<file path="src/pulse_pkg.sv">
`default_nettype none

package pulse_pkg;

   localparam int unsigned time_w  = 32;               // Period counter and all edge times
   localparam int unsigned width_w = 16;               // Width and delay settings
   localparam int unsigned pad_w   = time_w - width_w; // Zero fill when widening a setting
   localparam int unsigned att_w   = 7;                // Attenuator word
   localparam int unsigned addr_w  = 4;                // Register address

   localparam logic [att_w-1:0]  att_step     = 7'd6;     // Added while transmitting
   localparam logic [att_w-1:0]  att_max      = 7'd127;   // Saturation level
   localparam logic [time_w-1:0] guard_end    = 32'd20;   // Raised attenuation before wrap
   localparam logic [time_w-1:0] reset_period = 32'd10000;

   // Register map, addresses 14 and 15 unused
   localparam logic [addr_w-1:0] reg_period    = 4'd0;
   localparam logic [addr_w-1:0] reg_p1_width  = 4'd1;
   localparam logic [addr_w-1:0] reg_delay     = 4'd2;
   localparam logic [addr_w-1:0] reg_p2_width  = 4'd3;
   localparam logic [addr_w-1:0] reg_mode      = 4'd4;  // 0 CW, 1 Hahn, N CPMG
   localparam logic [addr_w-1:0] reg_block_gap = 4'd5;
   localparam logic [addr_w-1:0] reg_block_en  = 4'd6;
   localparam logic [addr_w-1:0] reg_att       = 4'd7;
   localparam logic [addr_w-1:0] reg_p1_start2 = 4'd8;  // Channel 2 pulse pair
   localparam logic [addr_w-1:0] reg_p1_width2 = 4'd9;
   localparam logic [addr_w-1:0] reg_delay2    = 4'd10;
   localparam logic [addr_w-1:0] reg_p2_width2 = 4'd11;
   localparam logic [addr_w-1:0] reg_nut_width = 4'd12; // Nutation pulse at period end
   localparam logic [addr_w-1:0] reg_nut_delay = 4'd13;

endpackage

`default_nettype wire

</file>
<file path="src/pulse_config.sv">
`timescale 1ns/1ps
`default_nettype none

module pulse_config (
   input  logic                             clk,
   input  logic                             rst_n,
   input  logic                             cfg_valid,
   input  logic [pulse_pkg::addr_w-1:0]     cfg_addr,
   input  logic [pulse_pkg::time_w-1:0]     cfg_data,
   input  logic                             period_wrap,
   output logic                             cfg_ready,
   output logic [pulse_pkg::time_w-1:0]     period,
   output logic [pulse_pkg::width_w-1:0]    p1_width,
   output logic [pulse_pkg::width_w-1:0]    delay,
   output logic [pulse_pkg::width_w-1:0]    p2_width,
   output logic [pulse_pkg::width_w-1:0]    block_gap,
   output logic [pulse_pkg::width_w-1:0]    p1_start2,
   output logic [pulse_pkg::width_w-1:0]    p1_width2,
   output logic [pulse_pkg::width_w-1:0]    delay2,
   output logic [pulse_pkg::width_w-1:0]    p2_width2,
   output logic [pulse_pkg::width_w-1:0]    nut_width,
   output logic [pulse_pkg::width_w-1:0]    nut_delay,
   output logic [pulse_pkg::width_w-1:0]    mode,      // Active copy
   output logic                             block_en,  // Active copy
   output logic [pulse_pkg::att_w-1:0]      att        // Active copy
);

   logic [pulse_pkg::width_w-1:0] mode_s;      // Shadow of mode
   logic                          block_en_s;  // Shadow of block_en
   logic [pulse_pkg::att_w-1:0]   att_s;       // Shadow of att

   always_ff @(posedge clk) begin
      if (!rst_n) begin
         cfg_ready  <= 1'b0;
         period     <= pulse_pkg::reset_period;
         p1_width   <= '0;
         delay      <= '0;
         p2_width   <= '0;
         block_gap  <= '0;
         p1_start2  <= '0;
         p1_width2  <= '0;
         delay2     <= '0;
         p2_width2  <= '0;
         nut_width  <= '0;
         nut_delay  <= '0;
         mode_s     <= '0;
         block_en_s <= 1'b0;
         att_s      <= '0;
         mode       <= '0;
         block_en   <= 1'b0;
         att        <= '0;
      end else begin
         cfg_ready <= 1'b1;                   // Port never stalls
         if (cfg_valid && cfg_ready) begin
            case (cfg_addr)
               pulse_pkg::reg_period:    period     <= cfg_data;
               pulse_pkg::reg_p1_width:  p1_width   <= cfg_data[pulse_pkg::width_w-1:0];
               pulse_pkg::reg_delay:     delay      <= cfg_data[pulse_pkg::width_w-1:0];
               pulse_pkg::reg_p2_width:  p2_width   <= cfg_data[pulse_pkg::width_w-1:0];
               pulse_pkg::reg_mode:      mode_s     <= cfg_data[pulse_pkg::width_w-1:0];
               pulse_pkg::reg_block_gap: block_gap  <= cfg_data[pulse_pkg::width_w-1:0];
               pulse_pkg::reg_block_en:  block_en_s <= cfg_data[0];
               pulse_pkg::reg_att:       att_s      <= cfg_data[pulse_pkg::att_w-1:0];
               pulse_pkg::reg_p1_start2: p1_start2  <= cfg_data[pulse_pkg::width_w-1:0];
               pulse_pkg::reg_p1_width2: p1_width2  <= cfg_data[pulse_pkg::width_w-1:0];
               pulse_pkg::reg_delay2:    delay2     <= cfg_data[pulse_pkg::width_w-1:0];
               pulse_pkg::reg_p2_width2: p2_width2  <= cfg_data[pulse_pkg::width_w-1:0];
               pulse_pkg::reg_nut_width: nut_width  <= cfg_data[pulse_pkg::width_w-1:0];
               pulse_pkg::reg_nut_delay: nut_delay  <= cfg_data[pulse_pkg::width_w-1:0];
               default: ;                     // Spare addresses swallow the write
            endcase
         end
         if (period_wrap) begin               // New set valid from counter 0
            mode     <= mode_s;
            block_en <= block_en_s;
            att      <= att_s;
         end
      end
   end

endmodule

`default_nettype wire

</file>
<file path="src/pulse_timing.sv">
`timescale 1ns/1ps
`default_nettype none

module pulse_timing (
   input  logic                          clk,
   input  logic                          rst_n,
   input  logic [pulse_pkg::time_w-1:0]  period,
   input  logic [pulse_pkg::width_w-1:0] p1_width,
   input  logic [pulse_pkg::width_w-1:0] delay,
   input  logic [pulse_pkg::width_w-1:0] p2_width,
   input  logic [pulse_pkg::width_w-1:0] block_gap,
   input  logic [pulse_pkg::width_w-1:0] p1_start2,
   input  logic [pulse_pkg::width_w-1:0] p1_width2,
   input  logic [pulse_pkg::width_w-1:0] delay2,
   input  logic [pulse_pkg::width_w-1:0] p2_width2,
   input  logic [pulse_pkg::width_w-1:0] nut_width,
   input  logic [pulse_pkg::width_w-1:0] nut_delay,
   output logic [pulse_pkg::time_w-1:0]  period_lim,
   output logic [pulse_pkg::time_w-1:0]  p1_end,
   output logic [pulse_pkg::time_w-1:0]  pi_first_start,
   output logic [pulse_pkg::time_w-1:0]  pi_step,
   output logic [pulse_pkg::time_w-1:0]  p2_width_t,
   output logic [pulse_pkg::time_w-1:0]  sync_end,
   output logic [pulse_pkg::time_w-1:0]  win_open_off,
   output logic [pulse_pkg::time_w-1:0]  win_close_off,
   output logic [pulse_pkg::time_w-1:0]  p2a_start,
   output logic [pulse_pkg::time_w-1:0]  p2a_end,
   output logic [pulse_pkg::time_w-1:0]  p2b_start,
   output logic [pulse_pkg::time_w-1:0]  p2b_end,
   output logic [pulse_pkg::time_w-1:0]  nut_start,
   output logic [pulse_pkg::time_w-1:0]  nut_end,
   output logic [pulse_pkg::time_w-1:0]  guard_start
);

   logic [pulse_pkg::time_w-1:0] p1w, dly, p2w, gap, st2, w2a, dly2, w2b, nw, nd;

   assign p1w  = {{pulse_pkg::pad_w{1'b0}}, p1_width};   // Settings widened to edge width
   assign dly  = {{pulse_pkg::pad_w{1'b0}}, delay};
   assign p2w  = {{pulse_pkg::pad_w{1'b0}}, p2_width};
   assign gap  = {{pulse_pkg::pad_w{1'b0}}, block_gap};
   assign st2  = {{pulse_pkg::pad_w{1'b0}}, p1_start2};
   assign w2a  = {{pulse_pkg::pad_w{1'b0}}, p1_width2};
   assign dly2 = {{pulse_pkg::pad_w{1'b0}}, delay2};
   assign w2b  = {{pulse_pkg::pad_w{1'b0}}, p2_width2};
   assign nw   = {{pulse_pkg::pad_w{1'b0}}, nut_width};
   assign nd   = {{pulse_pkg::pad_w{1'b0}}, nut_delay};

   always_ff @(posedge clk) begin
      if (!rst_n) begin                       // Edges of the reset settings
         period_lim     <= pulse_pkg::reset_period;
         p1_end         <= '0;
         pi_first_start <= '0;
         pi_step        <= '0;
         p2_width_t     <= '0;
         sync_end       <= '0;
         win_open_off   <= '0;
         win_close_off  <= '0;
         p2a_start      <= '0;
         p2a_end        <= '0;
         p2b_start      <= '0;
         p2b_end        <= '0;
         nut_start      <= pulse_pkg::reset_period;
         nut_end        <= pulse_pkg::reset_period;
         guard_start    <= pulse_pkg::reset_period - pulse_pkg::guard_end;
      end else begin
         period_lim     <= period;
         p1_end         <= p1w;
         pi_first_start <= p1w + dly;               // Start of refocusing pulse 0
         pi_step        <= dly + dly + p2w;         // Spacing of refocusing pulses
         p2_width_t     <= p2w;
         sync_end       <= p1w + dly + p2w;
         win_open_off   <= p2w + gap;               // Offsets from each pulse start
         // Window closed entirely once the gap eats the whole delay
         win_close_off  <= (gap >= dly) ? p2w + gap : p2w + dly + dly - gap;
         p2a_start      <= st2;
         p2a_end        <= st2 + w2a;
         p2b_start      <= st2 + w2a + dly2;
         p2b_end        <= st2 + w2a + dly2 + w2b;
         nut_start      <= period - nd - nw;        // Nutation ends nut_delay before wrap
         nut_end        <= period - nd;
         guard_start    <= (period >= pulse_pkg::guard_end) ? period - pulse_pkg::guard_end : '0;
      end
   end

endmodule

`default_nettype wire

</file>
<file path="src/pulse_sequencer.sv">
`timescale 1ns/1ps
`default_nettype none

module pulse_sequencer (
   input  logic                          clk,
   input  logic                          rst_n,
   input  logic [pulse_pkg::time_w-1:0]  period_lim,
   input  logic [pulse_pkg::time_w-1:0]  p1_end,
   input  logic [pulse_pkg::time_w-1:0]  pi_first_start,
   input  logic [pulse_pkg::time_w-1:0]  pi_step,
   input  logic [pulse_pkg::time_w-1:0]  p2_width_t,
   input  logic [pulse_pkg::time_w-1:0]  sync_end,
   input  logic [pulse_pkg::time_w-1:0]  win_open_off,
   input  logic [pulse_pkg::time_w-1:0]  win_close_off,
   input  logic [pulse_pkg::time_w-1:0]  p2a_start,
   input  logic [pulse_pkg::time_w-1:0]  p2a_end,
   input  logic [pulse_pkg::time_w-1:0]  p2b_start,
   input  logic [pulse_pkg::time_w-1:0]  p2b_end,
   input  logic [pulse_pkg::time_w-1:0]  nut_start,
   input  logic [pulse_pkg::time_w-1:0]  nut_end,
   input  logic [pulse_pkg::width_w-1:0] mode,
   input  logic                          block_en,
   output logic                          period_wrap,
   output logic [pulse_pkg::time_w-1:0]  count,
   output logic                          sync_on,
   output logic                          pulse1_on,
   output logic                          pulse2_on,
   output logic                          tx_first,
   output logic                          echo_window
);

   logic [pulse_pkg::time_w-1:0]  per_q, sync_end_q;          // Period and sync edge in force
   logic [pulse_pkg::time_w-1:0]  p1_end_q, step_q, p2w_q, open_q, close_q;
   logic [pulse_pkg::time_w-1:0]  p2a_s_q, p2a_e_q, p2b_s_q, p2b_e_q, nut_s_q, nut_e_q;
   logic [pulse_pkg::time_w-1:0]  next_start;                 // Start of current pi pulse
   logic [pulse_pkg::time_w-1:0]  rel;                        // Counter relative to it
   logic [pulse_pkg::width_w-1:0] pi_idx;                     // Refocusing pulses passed
   logic                          train_on, pi_on, win_on, ch2_first, ch2_on;

   assign period_wrap = (count == per_q);
   assign rel         = count - next_start;
   assign train_on    = (count >= next_start) && (pi_idx < mode);   // Inside slot k < N
   assign pi_on       = train_on && (rel < p2w_q);                  // Empty when p2_width 0
   assign win_on      = train_on && (rel >= open_q) && (rel < close_q);
   assign ch2_first   = (count >= p2a_s_q) && (count < p2a_e_q);
   assign ch2_on      = ch2_first
                        || ((count >= p2b_s_q) && (count < p2b_e_q))
                        || ((count >= nut_s_q) && (count < nut_e_q));

   always_ff @(posedge clk) begin
      if (period_wrap) begin                  // Pulse edges of the next period
         p1_end_q <= p1_end;
         step_q   <= pi_step;
         p2w_q    <= p2_width_t;
         open_q   <= win_open_off;
         close_q  <= win_close_off;
         p2a_s_q  <= p2a_start;
         p2a_e_q  <= p2a_end;
         p2b_s_q  <= p2b_start;
         p2b_e_q  <= p2b_end;
         nut_s_q  <= nut_start;
         nut_e_q  <= nut_end;
      end
   end

   always_ff @(posedge clk) begin
      if (!rst_n) begin
         count       <= '0;
         per_q       <= pulse_pkg::reset_period;
         sync_end_q  <= '0;
         next_start  <= '0;
         pi_idx      <= '0;
         sync_on     <= 1'b0;
         pulse1_on   <= 1'b0;
         pulse2_on   <= 1'b0;
         tx_first    <= 1'b0;
         echo_window <= 1'b0;
      end else begin
         sync_on <= (count < sync_end_q);     // Scope trigger
         if (period_wrap) begin               // Restart period and CPMG walker
            count      <= '0;
            per_q      <= period_lim;
            sync_end_q <= sync_end;
            next_start <= pi_first_start;
            pi_idx     <= '0;
         end else begin
            count <= count + 1'b1;
            if (train_on && (rel == step_q - 1'b1)) begin   // Last cycle of slot k
               next_start <= next_start + step_q;
               pi_idx     <= pi_idx + 1'b1;
            end
         end
         if (mode == '0) begin                // CW, switches static
            pulse1_on   <= ~block_en;
            pulse2_on   <= block_en;
            tx_first    <= 1'b0;
            echo_window <= 1'b0;
         end else begin
            pulse1_on   <= (count < p1_end_q) || pi_on;
            pulse2_on   <= ch2_on;
            tx_first    <= (count < p1_end_q) || ch2_first;
            echo_window <= win_on;
         end
      end
   end

endmodule

`default_nettype wire

</file>
<file path="src/receiver_protect.sv">
`timescale 1ns/1ps
`default_nettype none

module receiver_protect (
   input  logic                          clk,
   input  logic                          rst_n,
   input  logic [pulse_pkg::time_w-1:0]  count,
   input  logic [pulse_pkg::time_w-1:0]  guard_start,
   input  logic [pulse_pkg::width_w-1:0] mode,
   input  logic                          block_en,
   input  logic [pulse_pkg::att_w-1:0]   att,
   input  logic                          pulse1_on,
   input  logic                          pulse2_on,
   input  logic                          tx_first,
   input  logic                          echo_window,
   output logic [pulse_pkg::att_w-1:0]   pre_att,
   output logic                          pre_block,
   output logic                          inhib
);

   logic [pulse_pkg::time_w-1:0]  count_d;     // Counter aligned with the pulse flags
   logic [pulse_pkg::time_w-1:0]  guard_q;     // Guard edge of the running period
   logic [pulse_pkg::width_w-1:0] mode_d;
   logic                          block_en_d;
   logic [pulse_pkg::att_w-1:0]   att_d;
   logic [pulse_pkg::att_w:0]     att_sum;     // One bit of headroom for the step
   logic [pulse_pkg::att_w-1:0]   att_hi;

   assign att_sum = {1'b0, att_d} + {1'b0, pulse_pkg::att_step};
   assign att_hi  = (att_sum > {1'b0, pulse_pkg::att_max}) ? pulse_pkg::att_max
                                                           : att_sum[pulse_pkg::att_w-1:0];

   always_ff @(posedge clk) begin
      count_d    <= count;
      mode_d     <= mode;                     // Active set switches one cycle late here
      block_en_d <= block_en;
      att_d      <= att;
      if (count == '0)                        // Same shadow set as the wrap commit
         guard_q <= guard_start;
   end

   always_ff @(posedge clk) begin
      if (!rst_n) begin
         pre_att   <= '0;
         pre_block <= 1'b0;
         inhib     <= 1'b0;
      end else if (mode_d == '0) begin        // CW
         pre_att   <= att_d;
         pre_block <= 1'b1;
         inhib     <= 1'b0;
      end else begin
         pre_att   <= (tx_first || (count_d >= guard_q)) ? att_hi : att_d;
         pre_block <= pulse1_on | pulse2_on;
         inhib     <= block_en_d & ~echo_window;   // Open only for echoes
      end
   end

endmodule

`default_nettype wire

</file>
<file path="src/pulse_top.sv">
`timescale 1ns/1ps
`default_nettype none

module pulse_top (
   input  logic                         clk,
   input  logic                         rst_n,
   input  logic                         cfg_valid,
   input  logic [pulse_pkg::addr_w-1:0] cfg_addr,
   input  logic [pulse_pkg::time_w-1:0] cfg_data,
   output logic                         cfg_ready,
   output logic                         sync_on,
   output logic                         pulse1_on,
   output logic                         pulse2_on,
   output logic [pulse_pkg::att_w-1:0]  pre_att,
   output logic                         pre_block,
   output logic                         inhib
);

   logic [pulse_pkg::time_w-1:0]  period;                 // Shadow settings
   logic [pulse_pkg::width_w-1:0] p1_width, delay, p2_width, block_gap;
   logic [pulse_pkg::width_w-1:0] p1_start2, p1_width2, delay2, p2_width2;
   logic [pulse_pkg::width_w-1:0] nut_width, nut_delay;
   logic [pulse_pkg::width_w-1:0] mode;                   // Active settings
   logic                          block_en;
   logic [pulse_pkg::att_w-1:0]   att;
   logic [pulse_pkg::time_w-1:0]  period_lim, p1_end, pi_first_start, pi_step, p2_width_t;
   logic [pulse_pkg::time_w-1:0]  sync_end, win_open_off, win_close_off;
   logic [pulse_pkg::time_w-1:0]  p2a_start, p2a_end, p2b_start, p2b_end;
   logic [pulse_pkg::time_w-1:0]  nut_start, nut_end, guard_start;
   logic                          period_wrap;
   logic [pulse_pkg::time_w-1:0]  count;
   logic                          tx_first, echo_window;

   pulse_config pulse_config_inst (
      .clk, .rst_n, .cfg_valid, .cfg_addr, .cfg_data, .period_wrap, .cfg_ready,
      .period, .p1_width, .delay, .p2_width, .block_gap,
      .p1_start2, .p1_width2, .delay2, .p2_width2, .nut_width, .nut_delay,
      .mode, .block_en, .att
   );

   pulse_timing pulse_timing_inst (
      .clk, .rst_n, .period, .p1_width, .delay, .p2_width, .block_gap,
      .p1_start2, .p1_width2, .delay2, .p2_width2, .nut_width, .nut_delay,
      .period_lim, .p1_end, .pi_first_start, .pi_step, .p2_width_t,
      .sync_end, .win_open_off, .win_close_off,
      .p2a_start, .p2a_end, .p2b_start, .p2b_end, .nut_start, .nut_end, .guard_start
   );

   pulse_sequencer pulse_sequencer_inst (
      .clk, .rst_n, .period_lim, .p1_end, .pi_first_start, .pi_step, .p2_width_t,
      .sync_end, .win_open_off, .win_close_off,
      .p2a_start, .p2a_end, .p2b_start, .p2b_end, .nut_start, .nut_end,
      .mode, .block_en, .period_wrap, .count,
      .sync_on, .pulse1_on, .pulse2_on, .tx_first, .echo_window
   );

   receiver_protect receiver_protect_inst (
      .clk, .rst_n, .count, .guard_start, .mode, .block_en, .att,
      .pulse1_on, .pulse2_on, .tx_first, .echo_window,
      .pre_att, .pre_block, .inhib
   );

endmodule

`default_nettype wire

</file>
<file path="config.mk">
export PLATFORM = sky130hd
export DESIGN_NAME = pulse_top
export DESIGN_NICKNAME = d
export VERILOG_FILES = /design/src/pulse_pkg.sv /design/src/pulse_config.sv /design/src/pulse_timing.sv /design/src/pulse_sequencer.sv /design/src/receiver_protect.sv /design/src/pulse_top.sv
export SDC_FILE = /design/constraint.sdc
export NUM_CORES = 2
export LEC_CHECK = 0
export BUFFER_PORTS_ARGS = -buffer_cell sky130_fd_sc_hd__buf_4
export CORE_MARGIN = 2
export CORE_UTILIZATION = 40
export DETAILED_ROUTE_END_ITERATION = 8
export SYNTH_ARGS = -nofsm -noshare
export SYNTH_HDL_FRONTEND = slang
export SYNTH_SLANG_ARGS = --single-unit
</file>
<file path="constraint.sdc">
create_clock -name clk -period 15 [get_ports clk]
set_clock_uncertainty 0.15 [all_clocks]
set_input_delay 0.75 -clock clk [delete_from_list [all_inputs] [get_ports clk]]
set_output_delay 0.75 -clock clk [all_outputs]
set_load 0.005 [all_outputs]
</file>
==> impl_results.md <==
* Cells after Synth at 5,548
* Outcome: complete, no violations
* CP max stage cell: nand4_1
* Antenna violations before repair at 7
* Site row count at 132
* Hold Path End: pulse_config_inst.period[17]
* Gr ovfl total at 0
* Worst Slack Setup Final at 9.14 ns
* Buf+Inv Stages, Crit Path at 2
* Register area share after synthesis at 0.446
* Die area at 134,000 µm²
* Synth Area in Simple Gates at 0.161
* Internal Power at 4730 µW
* Fin crit share at 0.391
* Synth top area share at 0.295
* Worst EP arrival at 6.28 ns
* Hold Crit Class: in2reg
* Syn Nets at 6,142
* WL final at 146,000 µm
* Category of the worst setup path launch point: register
* Setup WS pre-CTS at 9.24 ns
* Root Driver: clkbuf_16
* Register share of total power at 0.471
* Hpwl dp at 104,000 µm
* Switching fraction of total power at 0.234
* Worst skew pair latency at 0.74 ns
* Initial drt markers at 2,553
* Pleak at 0.0246 µW
* Fill cell total of the finished layout at 12,454
* Crit path max fanout at 18
* Crit end category: register
* Fin cells at 7,403
* Post-synthesis adder-cell area fraction at 0.137
* Final setup vio count at 0
* CP peak stage delay at 0.67 ns
* Synth-to-Final Area Change at 11.8%
* Crit path required time at 15.42 ns
* Post-layout min period at 5.86 ns
* Die width at 366 µm
* FF-to-FF End: pulse_sequencer_inst.next_start[27]
* Mux contribution to synthesized area at 0.0229
* Mean Syn Cell Area at 9.45 µm²
* I/O pin cnt at 52
* All-layer global routing usage at 0.215
* Largest family of logic cells by synthesized area: simple AND/OR/NAND/NOR gates
* Post-DR vias/cell at 5.26
* Routed WL per cell at 19.8 µm
* Post-CTS setup buffers at 0
* Starting density of the core at 0.404
* DRC Markers at 0
* Peak Freq at 171 MHz
* Largest net degree at the start of global routing at 135
* H-tree levels at 3
* Hold_buf cts at 0
* Routed Antenna Nets at 0
* RSZ-0062 raised after global routing: no
* Share of cells above drive strength 1 at 0.0618
* Cell Count Post-Placement at 7,201
* Worst r2r src: pulse_sequencer_inst.count[0]
* Post-synth EDFFs at 264
* Die height at 366 µm
* First-pass GRT wire length at 225,000 µm
* Count leader, synth: dfxtp_1
* Worst hold path depth at 3
* Sw Pwr at 1450 µW
* Netlist cell types at 85
* PortBufs at 51
* CTS clk-pin slew, worst paths at 0.07 ns
* Worst IR Drop VDD at 0.0839 mV
* # nets final at 6,161
* Combinational fraction of design power at 0.064
* Compound-gate portion of the synthesized area at 0.133
* Crit-path leading delay family: compound AO/OA/AOI/OAI gates
* Total negative slack at 0 ns
* TritonCTS Sinks at 1,036
* Clock power frac at 0.465
* YS warnings at 0
* Yosys reg bits at 1,036
* Flop-to-flop setup slack at 9.14 ns
* MaxCap Viol Count at 0
* Final Max Tran Viols at 0
* Crit-path cells: inv_1, ha_1, inv_1, fa_1, a21o_1, a221oi_2, a21o_1, a211oi_1, a211oi_1, a41oi_1, nor4b_1, nand4_1, o311ai_0, o41ai_1
* Pre-antenna DRT Iters at 5
* Cell taking the most area after synthesis: dfxtp_1
* Resized cells post-CTS at 0
* Vias in the first global route at 37,194
* Hold Vio Cnt, Final at 0
* Post-route total power at 6180 µW
* GP Congestion at 0.888
* Ys flop type: dfxtp_1
* Critical path class: reg2reg
* Rel. slew slack at 0.144
* Clock tree from TritonCTS: built
* CTS Buf Count at 106
* Pwr/cell area at 105 nW/µm²
* FFs w/ async S/R, synth at 0
* Post-synthesis xor/xnor area fraction at 0.0522
* Cell area after synthesis at 52,400 µm²
* Clk buf depth at 3
* Via count at 38,945
* Area contributors post-synth: dfxtp_1 29%, edfxtp_1 15%, ha_1 13%
* Core ar. at 130,000 µm²
* Reg2reg path depth at 14
* Worst Tran Pin Value at 1.28 ns
* HP Start: cfg_data[17]
* Top post-synthesis cells by count: 772 x dfxtp_1, 600 x nand2_1, 527 x ha_1
[power by group through the flow]
stage               Combinational (µW)  Sequential (µW)  Clock, µW
global route                       433             2910       3040
finish                             394             2910       2870
floorplan                          261             2970          0
CTS                                394             2910       2930
global placement                   389             2970          0
detailed placement                 391             2970          0
[worst reg2reg max path, cell delays in order, from the launching register on]
cell and delay [ns]:
dfxtp_1 0.39, inv_1 0.35, ha_1 0.25, inv_1 0.06, fa_1 0.41, a21o_1 0.22
a221oi_2 0.59, a21o_1 0.30, a211oi_1 0.10, a211oi_1 0.56, a41oi_1 0.40, nor4b_1 0.50
nand4_1 0.67, o311ai_0 0.62, o41ai_1 0.14
[cell type report]
type                            count  area, µm²  area share
Multi-Input combinational cell   3842      26500       0.453
Sequential cell                  1036      23400       0.399
Clock buffer                      138       3030      0.0517
Tap cell                         1742       2180      0.0372
Inverter                          469       1770      0.0302
Timing Repair Buffer              112        857      0.0146
Clock inverter                     62        811      0.0138
Antenna cell                        2       5.00   0.0000854
[flip-flops by register name, summed over array words and instances, names as in the netlist, 19 cells and up]
register	count
pulse_config_inst.period	32
pulse_sequencer_inst.nut_s_q	32
pulse_sequencer_inst.nut_e_q	32
pulse_timing_inst.nut_start	32
pulse_sequencer_inst.next_start	32
pulse_sequencer_inst.per_q	32
pulse_sequencer_inst.p2b_e_q	19
pulse_timing_inst.win_close_off	32
pulse_sequencer_inst.count	32
pulse_sequencer_inst.close_q	32
pulse_timing_inst.period_lim	32
pulse_timing_inst.nut_end	32
pulse_timing_inst.p2b_end	19
receiver_protect_inst.guard_q	32
receiver_protect_inst.count_d	32
pulse_timing_inst.guard_start	32
[worst max path at each step]
stage                                             start                                  end  slack, ns  depth (start not counted)
after floorplan           pulse_sequencer_inst.count[2]       pulse_sequencer_inst.per_q[10]       5.35                         10
after global placement    pulse_sequencer_inst.count[0]       pulse_sequencer_inst.pi_idx[6]       9.23                         15
after detailed placement  pulse_sequencer_inst.count[0]  pulse_sequencer_inst.next_start[20]       9.24                         15
after CTS                 pulse_sequencer_inst.count[0]  pulse_sequencer_inst.next_start[27]       9.16                         16
after global routing      pulse_sequencer_inst.count[0]  pulse_sequencer_inst.next_start[27]       8.59                         16
final                     pulse_sequencer_inst.count[0]  pulse_sequencer_inst.next_start[27]       9.14                         14
[metal layers]
metal / part of all wire / global-route usage / vias up / routed length [µm]
li1: - / - / 19349 / -
met1: 0.46 / 0.290 / 18597 / 67800
met2: 0.47 / 0.360 / 784 / 68600
met3: 0.042 / 0.0236 / 213 / 6140
met4: 0.026 / 0.0629 / 2 / 3730
met5: 0.000082 / 0 / - / 12
[per-stage QoR]
step                instance area, µm²  hold slack [ns]  utilization
floorplan                        52400            0.180            -
global placement                 54700            0.189        0.422
detailed placement               54700            0.185        0.422
CTS                              58600           0.0596        0.451
global route                     58600            0.108        0.451
finish                           58600            0.108        0.451
[kinds of logic after synthesis]
kind of cell	count (synthesis)
flops	1036
simple gates	1771
xor+xnor	306
fa+ha+maj	555
mux	119
buf+inv	670
compound gates	1091
[cells in the final DEF, fill, tap and decap left out, drive strengths merged, types with 159 or more instances in the layout]
cell type / instances
dfxtp: 772
nand2: 600
ha: 527
inv: 474
nor2: 440
a21oi: 418
edfxtp: 264
xnor2: 173
and2: 160
o21ai: 159
Power figures use the tool's default switching activity.
